### src/ooo_pkg.sv
package ooo_pkg;

  // Core sizes
  localparam int XLEN     = 32;
  localparam int NUM_REGS = 32;
  localparam int ROB_SIZE = 8;
  localparam int RS_SIZE  = 4;

  typedef logic [XLEN-1:0]               word_t;
  typedef logic [$clog2(NUM_REGS)-1:0]   reg_idx_t;
  typedef logic [$clog2(ROB_SIZE)-1:0]   rob_idx_t;
  // Tag is ROB index plus one, zero means the value is present
  typedef logic [$clog2(ROB_SIZE):0]     tag_t;

  typedef enum logic [2:0] {
    ALU_ADD,
    ALU_SUB,
    ALU_AND,
    ALU_OR,
    ALU_XOR,
    ALU_SLT,
    ALU_PASS_B
  } alu_op_e;

  // RV32I major opcodes known to the decoder
  typedef enum logic [6:0] {
    OPC_OP     = 7'b0110011,
    OPC_OP_IMM = 7'b0010011,
    OPC_LUI    = 7'b0110111,
    OPC_SYSTEM = 7'b1110011
  } opcode_e;

  typedef struct packed {
    alu_op_e alu_op;
    logic    alusrc;
    logic    regwrite;
    logic    ecall;
    logic    unsupported;
  } ctrl_bits_t;

  typedef struct packed {
    word_t      pc;
    reg_idx_t   rd;
    reg_idx_t   rs1;
    reg_idx_t   rs2;
    word_t      imm;
    ctrl_bits_t ctrl;
  } dispatch_t;

  typedef struct packed {
    tag_t  tag;
    word_t value;
  } map_entry_t;

  typedef struct packed {
    logic       busy;
    logic       ready;
    word_t      pc;
    reg_idx_t   rd;
    word_t      value;
    ctrl_bits_t ctrl;
  } rob_entry_t;

  typedef struct packed {
    logic    busy;
    alu_op_e alu_op;
    tag_t    tag;
    word_t   value_1;
    tag_t    tag_1;
    word_t   value_2;
    tag_t    tag_2;
  } rs_entry_t;

  typedef struct packed {
    logic  valid;
    tag_t  tag;
    word_t value;
  } cdb_t;

  // Instruction retiring from the ROB head this cycle
  typedef struct packed {
    logic     valid;
    reg_idx_t rd;
    tag_t     tag;
    word_t    value;
  } victim_t;

  typedef struct packed {
    word_t    pc;
    reg_idx_t rd;
    word_t    value;
    logic     regwrite;
    logic     unsupported;
  } commit_t;

endpackage

### src/reorder_buffer.sv
module reorder_buffer (
  input  logic                                        clk,
  input  logic                                        rst,
  input  logic                                        alloc,
  input  ooo_pkg::rob_entry_t                         new_rob,
  input  ooo_pkg::cdb_t                               cdb,
  output ooo_pkg::rob_entry_t [ooo_pkg::ROB_SIZE-1:0] rob_entries,
  output ooo_pkg::rob_idx_t                           rob_tail,
  output logic                                        rob_full,
  output ooo_pkg::victim_t                            victim,
  output logic                                        commit_valid,
  output ooo_pkg::commit_t                            commit
);

  ooo_pkg::rob_idx_t                head;
  logic [$clog2(ooo_pkg::ROB_SIZE):0] count;
  ooo_pkg::rob_idx_t                cdb_idx;
  ooo_pkg::rob_entry_t              head_ent;
  logic                             retire;

  assign cdb_idx  = ooo_pkg::rob_idx_t'(cdb.tag - 1'b1);
  assign head_ent = rob_entries[head];
  // Oldest entry leaves as soon as it has a result
  assign retire   = head_ent.busy && head_ent.ready;
  assign rob_full = (count == ooo_pkg::ROB_SIZE);

  always_ff @(posedge clk) begin
    if (rst) begin
      head     <= '0;
      rob_tail <= '0;
      count    <= '0;
      for (int i = 0; i < ooo_pkg::ROB_SIZE; i++) begin
        rob_entries[i].busy  <= 1'b0;
        rob_entries[i].ready <= 1'b0;
      end
    end else begin
      // Result capture from the bus
      if (cdb.valid) begin
        rob_entries[cdb_idx].value <= cdb.value;
        rob_entries[cdb_idx].ready <= 1'b1;
      end
      if (retire) begin
        rob_entries[head].busy <= 1'b0;
        head <= head + 1'b1;
      end
      if (alloc) begin
        rob_entries[rob_tail] <= new_rob;
        rob_tail <= rob_tail + 1'b1;
      end
      if (alloc && !retire) begin
        count <= count + 1'b1;
      end else if (!alloc && retire) begin
        count <= count - 1'b1;
      end
    end
  end

  // Only register writers update the map
  always_comb begin
    victim.valid = retire && head_ent.ctrl.regwrite && (head_ent.rd != '0);
    victim.rd    = head_ent.rd;
    victim.tag   = ooo_pkg::tag_t'(head) + 1'b1;
    victim.value = head_ent.value;
  end

  assign commit_valid = retire;

  always_comb begin
    commit.pc          = head_ent.pc;
    commit.rd          = head_ent.rd;
    commit.value       = head_ent.value;
    commit.regwrite    = head_ent.ctrl.regwrite;
    commit.unsupported = head_ent.ctrl.unsupported || head_ent.ctrl.ecall;
  end

  a_cdb_hits_busy: assert property (
    @(posedge clk) disable iff (rst) cdb.valid |-> rob_entries[cdb_idx].busy
  );

  a_count_bound: assert property (
    @(posedge clk) disable iff (rst) count <= ooo_pkg::ROB_SIZE
  );

endmodule

### config.mk
export PLATFORM = sky130hd
export DESIGN_NAME = reorder_buffer
export DESIGN_NICKNAME = d
export VERILOG_FILES = /design/src/ooo_pkg.sv /design/src/reorder_buffer.sv
export SDC_FILE = /design/constraint.sdc
export NUM_CORES = 1
export LEC_CHECK = 0
export BUFFER_PORTS_ARGS = -buffer_cell sky130_fd_sc_hd__buf_2
export CAP_MARGIN = 15
export CORE_AREA = 2 2 336 338
export DETAILED_ROUTE_END_ITERATION = 8
export DIE_AREA = 0 0 338 340
export SKIP_LAST_GASP = 1
export SYNTH_ARGS = -nofsm -noshare
export SYNTH_HDL_FRONTEND = slang
export SYNTH_SLANG_ARGS = --single-unit
### constraint.sdc
create_clock -name clk -period 6.3 [get_ports clk]
set_clock_uncertainty 0.2 [all_clocks]
set_input_delay 0.315 -clock clk [delete_from_list [all_inputs] [get_ports clk]]
set_output_delay 0.315 -clock clk [all_outputs]
set_load 0.1 [all_outputs]
# Yosys cells after proc, flatten, opt, wreduce, memory -nomap -nowiden
# Cells that the tools add are included.
# W data, S select, Z words.
word_totals:
  out_inout_bits: 742
  reg_bits: 634
classes:
  mux: 21
  n_reduce_logical: 13
  n_addsub: 6
  n_lt_le_gt_ge: 6
  n_eq_ne: 1
ops:
  columns: ["operator", "count"]
  rows:
  - ["$mux W624", 5]
  - ["$bwmux W624", 4]
  - ["$demux W78 S3", 4]
  - ["$bmux W78 S3", 1]
  - ["$mux W78", 3]
  - ["$mux W77", 1]
  - ["$mux W39", 1]
  - ["$lt A3 B4 Y1 const B", 3]
  - ["$ge A3 B1 Y1 const B", 3]
  - ["$logic_and A1 B1 Y1", 8]
  - ["$mux W4", 2]
  - ["$add A3 B1 Y3 const B", 2]
  - ["$reduce_bool A5 Y1", 1]
  - ["$add A3 B1 Y4 const B", 1]
  - ["$add A4 B1 Y4 const B", 1]
  - ["$eq A4 B4 Y1 const B", 1]
  - ["$sub A4 B1 Y4 const B", 1]
  - ["$sub A3 B1 Y3 const B", 1]
  - ["$logic_not A1 Y1", 2]
  - ["$reduce_bool A2 Y1", 1]
  - ["$logic_or A1 B1 Y1", 1]

# Depth between registers and ports, before layout
# Gate-level depths: netlist of the first run.
logic_depth:
  depth_word: 14
  depth_mapped: 13
  mapped_depth_nobuf: 12

# Least setup slack after synthesis of the first run
# No wires, ideal clock.
synth_timing:
  path_kind: "input to register"
  start: "input rst"
  end: "register rob_entries[100] (netlist bit), enable pin"
  path_buffers: 2
  setup_slack_ps: -130
  required_ps: 5494
  setup_ps: 606
  cell_stages: 3
  arrival_ps: 5624
  path_cell_list: "clkbuf_1 -> clkbuf_1 -> inv_1"
synth_lines:
  columns: ["item", "line", "source"]
  rows:
  - ["start: declaration", "reorder_buffer.sv:3", "input logic rst,"]
  - ["end signal: indexed assignment", "reorder_buffer.sv:47", "rob_entries[rob_tail] <= new_rob;"]
  - ["end: declaration", "reorder_buffer.sv:7", "output ooo_pkg::rob_entry_t [ooo_pkg::ROB_SIZE-1:0] rob_entries,"]
# No word-level cell between the ends.

==> results of run 1 <==
-- Yosys cell counts (all sizes together) (26+ instances only) --
master  number
nor3        26
nor2        36
and2       220
o21ai      258
clkbuf     165
mux2        65
dfxtp       26
edfxtp     608
and3       134
nand2      288
buf        124
mux4       143
mux2i      258
-- per-stage QoR --
step	hold WS [ps]	instance area, sq um	instances	util
floorplan	253	32300	2441	-
finish	86.0	41500	4833	0.372
CTS	32.3	41500	4830	0.372
detailed placement	298	37600	4550	0.337
global route	89.2	41500	4833	0.372
global placement	288	37600	4549	0.337
-- sequential cells by signal, summed over array words and instances (netlist names) --
signal	flops
rob_entries	624
rob_tail	3
head	3
count	4
-- timing repair --
item                                   4_1_cts  5_1_grt
endpoints found under the hold margin      627        0
hold buffers                               143        0
buffers inserted                             0        0
-- power by group through the flow --
stage / sequential (uW) / combinational (uW) / clock (uW)
global placement: 5060 / 2770 / 0
detailed placement: 5070 / 2790 / 0
CTS: 4980 / 2880 / 4520
finish: 4980 / 2880 / 4430
floorplan: 6200 / 1130 / 0
global route: 5000 / 2980 / 4660
-- logic make-up (layout without fill, tap and decap cells) --
| logic type | count (synthesis) | in the layout | synth area share |
|---|---|---|---|
| simple gates | 729 | 729 | 0.117 |
| flops | 634 | 634 | 0.581 |
| mux | 466 | 466 | 0.202 |
| buf+inv | 299 | 1188 | 0.0457 |
| compound gates | 298 | 298 | 0.0486 |
| xor+xnor | 8 | 8 | 0.00263 |
| fa+ha+maj | 7 | 7 | 0.00294 |
| other cells | 0 | 3 | 0 |
-- path summary, 6_finish.rpt --
| check | to | slack [ps] | cells after the start |
|---|---|---|---|
| max reg2reg | rob_entries[496]$_DFFE_PN_ | 2530 | 5 |
| max | commit[27] | 2140 | 4 |
| min | rob_tail[1]$_SDFFE_PP0P_ | 90 | 2 |
| min reg2reg | count[3]$_SDFFE_PP0P_ | 300 | 2 |
-- layout make-up --
| type | instances | area share |
|---|---|---|
| flip-flops and latches | 634 | 0.453 |
| clock inverters | 44 | 0.0112 |
| well taps | 1500 | 0.0452 |
| inverters | 10 | 0.000994 |
| diodes | 3 | 0.000181 |
| clock buffers | 93 | 0.0486 |
| repair buffers | 1041 | 0.147 |
| multi-input cells | 1508 | 0.294 |
-- layer usage --
| metal | global-route usage | vias to the layer above | wire length (um) |
|---|---|---|---|
| li1 | - | 10700 | - |
| met1 | 0.261 | 12200 | 49100 |
| met2 | 0.353 | 1219 | 60800 |
| met3 | 0.0712 | 197 | 13700 |
| met4 | 0.0707 | 0 | 4110 |
| met5 | 0 | - | 0 |
==> flow_summary.yaml, run 1 <==
outcome:
  outcome: "finished, final reports clean"
pwr:
  power_density_nw_per_um2: 296
  switching_share: 0.353
  ir_worst_vdd_mv: 0.230
  power.leakage_uw: 0.0162
  p_switching_uw: 4340
  p_clk_frac: 0.361
  power_uw: 12300
  p_int_uw: 7950
  share_comb_of_total_power: 0.234
  power_frac_seq: 0.405
critical_path:
  rr_startpoint: "rob_tail[2]$_SDFFE_PP0P_"
  path_cells: "buf_4, mux4_2, mux2_2, buf_2"
  crit_fanout: 44
  critPathKind: "register to output pin"
  start_kind: "register"
  crit_path_start: "head[0]$_SDFFE_PP0N_"
  cp.required_ps: 5780
  crit_buf_inv: 2
  crit_arrival_ps: 3650
  cpPeakStageDelay_ps: 840
  critPathSlowestCell: "dfxtp_4"
  crit_family: "buffers and inverters"
  crit_path_end_kind: "output pin"
timing:
  hold_violations: 0
  fin_crit_ps: 4160
  tns_ps: 0
  rsz0062_at_grt: "no"
  maxSlewHeadroom: 0.233
  fmax_ghz: 0.240
  worst_pin_slew_ps: 1150
  period_share: 0.661
  setup-violations-final: 0
  slew_violations: 0
  setup_ws_ps: 2140
clock_network:
  cts_made_buffers: 76
  cts_resized: 0
  clockBufferDepth: 3
  root_buffer: "clkbuf_16"
  cts_tree: "yes"
  clk_pin_slew_ps: 60
  htreeDepth: 3
  clock_latency_ps: 640
  cts.sinks: 634
worst_hold_path:
  worstHoldStart: "rst"
  hold_path_class: "input pin to register"
detailed_routing:
  drtPass1Iterations: 6
  ant_nets: 0
  drc: 0
  drt_iter0_drc: 1983
  wl_per_cell_um: 26.4
  routed_wl_um: 128000
  vias: 24400
  routed_via_density: 5.04
synthesis:
  syn_nets: 2566
  synth_area_leaders: "edfxtp_1, mux4_2, mux2i_1"
  synth_area_sq_um: 32300
  synthFlopType: "edfxtp_1"
  yosys.area.top_type_share: 0.565
  synth-edff-count: 608
  async_reset_ff_frac: 0
  yosysWarnings: 0
  synth.avg_cell_area_sq_um: 13.2
  yosysSeqAreaShare: 0.581
  synth_top_area_cell: "edfxtp_1"
  ys_ff_latch: 634
  synth_cells: 2441
  yosys.cell_types.count: 45
die:
  die_w_um: 338
  coreArea_sq_um: 112000
  placement_rows: 123
  ioPinCount: 860
  dieHeight_um: 340
  initial_core_util: 0.290
  dieArea_sq_um: 115000
placed_design:
  portBuffers: 858
  gp_congestion: 0.800
  place_ws_ps: 2540
  dp_hpwl_um: 85700
cells_and_area:
  fill_cells: 10900
  final_common_cell: "buf_2"
  multiInputGateArea_sq_um: 12200
  drive_gt1_frac: 0.376
  fin_nets: 3396
  areaGrowthSynthToFinish_pct: 28.5
  layout_common_cells: "buf_2, edfxtp_1, nand2_1"
  regArea_sq_um: 18800
grt:
  grt_max_degree: 164
  grtUsageTotal: 0.213
  antenna_found_initial: 3
  grt_pass1_wl_um: 178000
  grt-ovfl-total: 0
  grt_pass1_vias: 23800
flow_run:
  maxCapViolCount: 0
Power figures use the tool's default switching activity.
==> run 2, diff against run 1 <==
==> constraint.sdc (replaced) <==
create_clock -name clk -period 3.4 [get_ports clk]
set_clock_uncertainty 0.2 [all_clocks]
set_input_delay 0.17 -clock clk [delete_from_list [all_inputs] [get_ports clk]]
set_output_delay 0.17 -clock clk [all_outputs]
set_load 0.1 [all_outputs]
==> run 2 against run 1 <==
- clock power up 72%
- largest power group unchanged
- largest cell class unchanged
- flip-flop and latch count unchanged
- first-iteration DRC count up 5.7%
- sequential power up 85%
- combinational power up 88%
- global-route usage up 0.60 points
- count of clock-buffer cells in the layout down 2
==> flow_summary.yaml, run 2 (same netlist as run 1, synthesis figures left out) <==
outcome:
  outcome: "finished, final reports clean"
detailed_routing:
  drt_iter0_drc: 2097
  wl_per_cell_um: 27.0
  vias: 25000
  drc: 0
  routed_via_density: 5.13
  routed_wl_um: 132000
  ant_nets: 0
  drtPass1Iterations: 7
cells_and_area:
  multiInputGateArea_sq_um: 12300
  fin_nets: 3447
  areaGrowthSynthToFinish_pct: 30.5
  regArea_sq_um: 18800
  final_common_cell: "buf_2"
  layout_common_cells: "buf_2, edfxtp_1, nand2_1"
  drive_gt1_frac: 0.388
  largest-register: "rob_entries"
  fill_cells: 10800
  top_regs: "rob_entries (624), count (4)"
  largest_reg_flops: 624
grt:
  grtUsageTotal: 0.219
  antenna_found_initial: 6
  grt_pass1_wl_um: 182000
  grt_use_met1: 0.265
  met3_usage: 0.0754
  grt_max_degree: 133
  grt-ovfl-total: 0
  top_usage_layer: "met2"
  grt_pass1_vias: 24100
  met2_usage: 0.360
timing:
  holdWs_ps: 115
  hold_violations: 0
  setup-violations-final: 0
  fmax_ghz: 0.300
  rsz0062_at_grt: "no"
  fin_crit_ps: 3340
  worst_pin_slew_ps: 828
  slew_violations: 0
  period_share: 0.982
  maxSlewHeadroom: 0.448
clock_network:
  cts_tree: "yes"
  cts.sinks: 634
  clockBufferDepth: 3
  cts_made_buffers: 75
  root_buffer: "clkbuf_16"
  htreeDepth: 3
  clk_pin_slew_ps: 60
  clock_latency_ps: 630
placed_design:
  dp_hpwl_um: 89700
  gp_congestion: 0.816
  portBuffers: 858
critical_path:
  cp.required_ps: 3030
  crit_family: "multiplexers"
  path_cells: "buf_12, mux4_2, mux2_2, buf_2"
  crit_arrival_ps: 2970
  crit_fanout: 68
  cpPeakStageDelay_ps: 630
  crit_buf_inv: 2
  critPathKind: "register to output pin"
  critPathSlowestCell: "mux4_2"
  start_kind: "register"
  r2r_slack_ps: 380
  crit_path_end_kind: "output pin"
pwr:
  switching_share: 0.358
  p_switching_uw: 7970
  power_density_nw_per_um2: 528
  ir_worst_vdd_mv: 0.388
  power_frac_seq: 0.414
  power.leakage_uw: 0.0164
  power_uw: 22300
  share_comb_of_total_power: 0.243
  p_clk_frac: 0.343
  p_int_uw: 14300
die:
  dieHeight_um: 340
  die_w_um: 338
  coreArea_sq_um: 112000
  initial_core_util: 0.290
  placement_rows: 123
  ioPinCount: 860
  dieArea_sq_um: 115000
flow_run:
  maxCapViolCount: 0
worst_hold_path:
  hold_path_class: "input pin to register"
-- run 2: cell type report --
cell class / count / area share
multi-input cells: 1508 / 0.292
well taps: 1500 / 0.0445
flip-flops and latches: 634 / 0.447
diodes: 3 / 0.000178
repair buffers: 1093 / 0.163
clock buffers: 91 / 0.0465
inverters: 10 / 0.00116
clock inverters: 34 / 0.00635
-- run 2: power by group through the flow --
stage,logic (uW),registers [uW],clock network [uW]
2_1_floorplan,2110,11500,0
3_5_place_dp,5230,9370,0
3_3_place_gp,5190,9360,0
5_1_grt,5580,9250,8030
4_1_cts,5390,9220,7780
6_report,5400,9220,7630
-- run 2: per-stage QoR --
stage	utilization	setup slack (ps)	setup TNS, ps	std cells	instance area [sq um]
after floorplan	-	-1440	-594540	2441	32500
after global placement	0.344	425	0	4595	38400
after detailed placement	0.344	480	0	4595	38400
after CTS	0.377	4.99	0	4865	42100
after global routing	0.378	6.74	0	4871	42100
final	0.378	61.6	0	4873	42100
-- run 2: final timing paths --
check | from | endpoint | depth (start not counted)
min reg2reg | count[3]$_SDFFE_PP0P_ | count[3]$_SDFFE_PP0P_ | 2
max | head[0]$_SDFFE_PP0N_ | victim[13] | 4
max reg2reg | rob_tail[2]$_SDFFE_PP0P_ | rob_entries[479]$_DFFE_PN_ | 5
min | cdb[36] | rob_entries[578]$_DFFE_PN_ | 5
-- run 2: what timing repair did --
item,in CTS,in global routing
endpoints found under the setup margin,0,7
buffers inserted,0,5
hold endpoints to repair,634,0
gates resized for setup,0,3
hold buffers,145,0
-- run 2: tightest hold or removal path, delay by kind of cell --
family	cells	cell delay (ps)
buf+inv	1	120
mux	1	120
simple gates	2	300
compound gates	1	110
-- run 2: per-layer routing --
| layer | share of wire | wire (um) |
|---|---|---|
| met3 | 0.11 | 14800 |
| met1 | 0.37 | 49200 |
| met2 | 0.48 | 62800 |
| met5 | 0.00031 | 41 |
| met4 | 0.035 | 4670 |
==> run 3, diff against run 2 <==
--- a/config.mk
+++ b/config.mk
@@ -8,8 +8,10 @@
 export BUFFER_PORTS_ARGS = -buffer_cell sky130_fd_sc_hd__buf_2
 export CAP_MARGIN = 15
 export CORE_AREA = 2 2 336 338
+export CTS_BUF_LIST = sky130_fd_sc_hd__clkbuf_8
 export DETAILED_ROUTE_END_ITERATION = 8
 export DIE_AREA = 0 0 338 340
+export PLACE_DENSITY_LB_ADDON = 0.2
 export SKIP_LAST_GASP = 1
 export SYNTH_ARGS = -nofsm -noshare
 export SYNTH_HDL_FRONTEND = slang
==> run 3 against run 2 <==
- sequential power is essentially flat
- power shrank 2.1%
- die area is the same
- cell count grew 2.2%
- final area grew 0.54%
- first-iteration DRC count shrank 18%
- sequential share of layout area shrank 0.24 points
- non-clock buffer count grew 12
==> flow_summary.yaml, run 3 (same netlist as run 1, synthesis figures left out) <==
detailed_routing:
  routed_wl_um: 133000
  drtPass1Iterations: 5
  wl_per_cell_um: 26.8
  drc: 0
  routed_via_density: 4.92
  vias: 24500
  ant_nets: 0
  drt_iter0_drc: 1715
critical_path:
  crit_arrival_ps: 3610
  r2r.worst_path.cells: 14
  critPathKind: "input pin to register"
  crit_path_end_kind: "register"
  path_cells: "dlygate4sd3_1, buf_2, inv_1, ha_1, xnor2_2, or3_2, buf_12, mux2i_1, o21ai_1, dlygate4sd3_1"
  crit_fanout: 19
  crit_path_frequent_cell: "dlygate4sd3_1"
  cpPeakStageDelay_ps: 600
  start_kind: "input pin"
  critPathSlowestCell: "or3_2"
  cp.required_ps: 3710
clock_network:
  root_buffer: "clkbuf_8"
  cts_tree: "yes"
  clk_pin_slew_ps: 60
  htreeDepth: 3
  cts.sinks: 634
  cts_made_buffers: 117
  clock_latency_ps: 750
  clockBufferDepth: 3
grt:
  grt-ovfl-total: 0
  antenna_found_initial: 8
  grt_max_degree: 133
  grt_pass1_wl_um: 187000
  grt_pass1_vias: 24800
  grtUsageTotal: 0.224
die:
  coreArea_sq_um: 112000
  initial_core_util: 0.290
  dieArea_sq_um: 115000
  die_w_um: 338
  dieHeight_um: 340
  ioPinCount: 860
  placement_rows: 123
pwr:
  power.leakage_uw: 0.0168
  ir_worst_vdd_mv: 0.324
  power_density_nw_per_um2: 514
cells_and_area:
  top_regs: "rob_entries (624), count (4)"
  largest-register: "rob_entries"
  regArea_sq_um: 18800
  final_area_sq_um: 42400
  areaGrowthSynthToFinish_pct: 31.2
  multiInputGateArea_sq_um: 12300
  fin_cells: 4979
  fill_cells: 11000
  final_common_cell: "buf_2"
  fin_nets: 3501
  largest_reg_flops: 624
  layout_common_cells: "buf_2, edfxtp_1, nand2_1"
  drive_gt1_frac: 0.388
outcome:
  outcome: "finished, final reports clean"
timing:
  fin_crit_ps: 3300
  slew_violations: 0
  fmax_ghz: 0.303
  period_share: 0.970
  maxSlewHeadroom: 0.382
  setup-violations-final: 0
  rsz0062_at_grt: "yes"
  worst_pin_slew_ps: 927
  hold_violations: 0
placed_design:
  dp_hpwl_um: 86600
  dpl_cell_area_sq_um: 38400
  placed_cells: 4588
  gp_congestion: 0.805
  portBuffers: 858
worst_hold_path:
  hold_depth: 3
  hold_path_class: "input pin to register"
flow_run:
  maxCapViolCount: 0
run 3: cell count changes in the layout (fill, tap and decap cells not counted), moves of 3 or more:
cell,change
clkbuf_8,+118
clkbuf_16,-76
inv_1,+49
dlygate4sd3_1,+17
clkbuf_1,-15
clkinv_1,+12
buf_4,-9
buf_16,+4
clkinv_2,+3
diode_2,+3
inv_6,-3
run 3: worst max-delay path: cells and delay by family:
| family | cells | cell delay, ps |
|---|---|---|
| compound gates | 1 | 70 |
| fa+ha+maj | 1 | 280 |
| xor+xnor | 1 | 420 |
| buf+inv | 5 | 1820 |
| simple gates | 1 | 600 |
| mux | 1 | 210 |
run 3: per-layer routing:
layer / part of all wire / wire [um] / vias up / track usage
li1: - / - / 10900 / -
met1: 0.40 / 53700 / 12300 / 0.279
met2: 0.48 / 64000 / 1013 / 0.375
met3: 0.092 / 12300 / 192 / 0.0706
met4: 0.024 / 3250 / 4 / 0.0600
met5: 0.00023 / 30 / - / 0
run 3: per-stage QoR:
stage	setup slack [ps]	hold WS (ps)	total power, uW	utilization	TNS [ps]
global placement	434	271	14600	0.344	0
detailed placement	444	275	14600	0.344	0
global route	-32.0	55.3	22500	0.380	-161
floorplan	-1440	138	13600	-	-594540
finish	103	92.9	21800	0.380	0
CTS	-23.6	0.349	22000	0.380	-102
run 3: final timing paths:
path	from	end	slack, ps
setup / recovery	cdb[32]	rob_entries[323]$_DFFE_PN_	100
hold / removal	new_rob[65]	rob_entries[533]$_DFFE_PP_	90
setup reg to reg	head[0]$_SDFFE_PP0N_	count[3]$_SDFFE_PP0P_	310
hold reg to reg	rob_entries[623]$_SDFF_PP0_	rob_entries[623]$_SDFF_PP0_	290
run 3: area by class of cell:
| type | instances | share of cell area |
|---|---|---|
| antenna | 6 | 0.000354 |
| clock buffer | 118 | 0.0383 |
| clock inverter | 98 | 0.0137 |
| inverter | 10 | 0.00115 |
| multi-input combinational | 1508 | 0.290 |
| sequential | 634 | 0.444 |
| tap | 1500 | 0.0443 |
| timing repair buffer | 1105 | 0.168 |
run 3: timing repair:
action	in CTS	in global routing
cloned	3	0
resized for setup	5	2
hold endpoints to repair	758	0
hold buffers	162	0
buffers inserted	4	0
endpoints found under the setup margin	42	11
run 3: power by group:
group	switching (uW)	internal (uW)
Sequential	311	8940
Clock	3530	3630
Combinational	4310	1070
Total	8160	13600
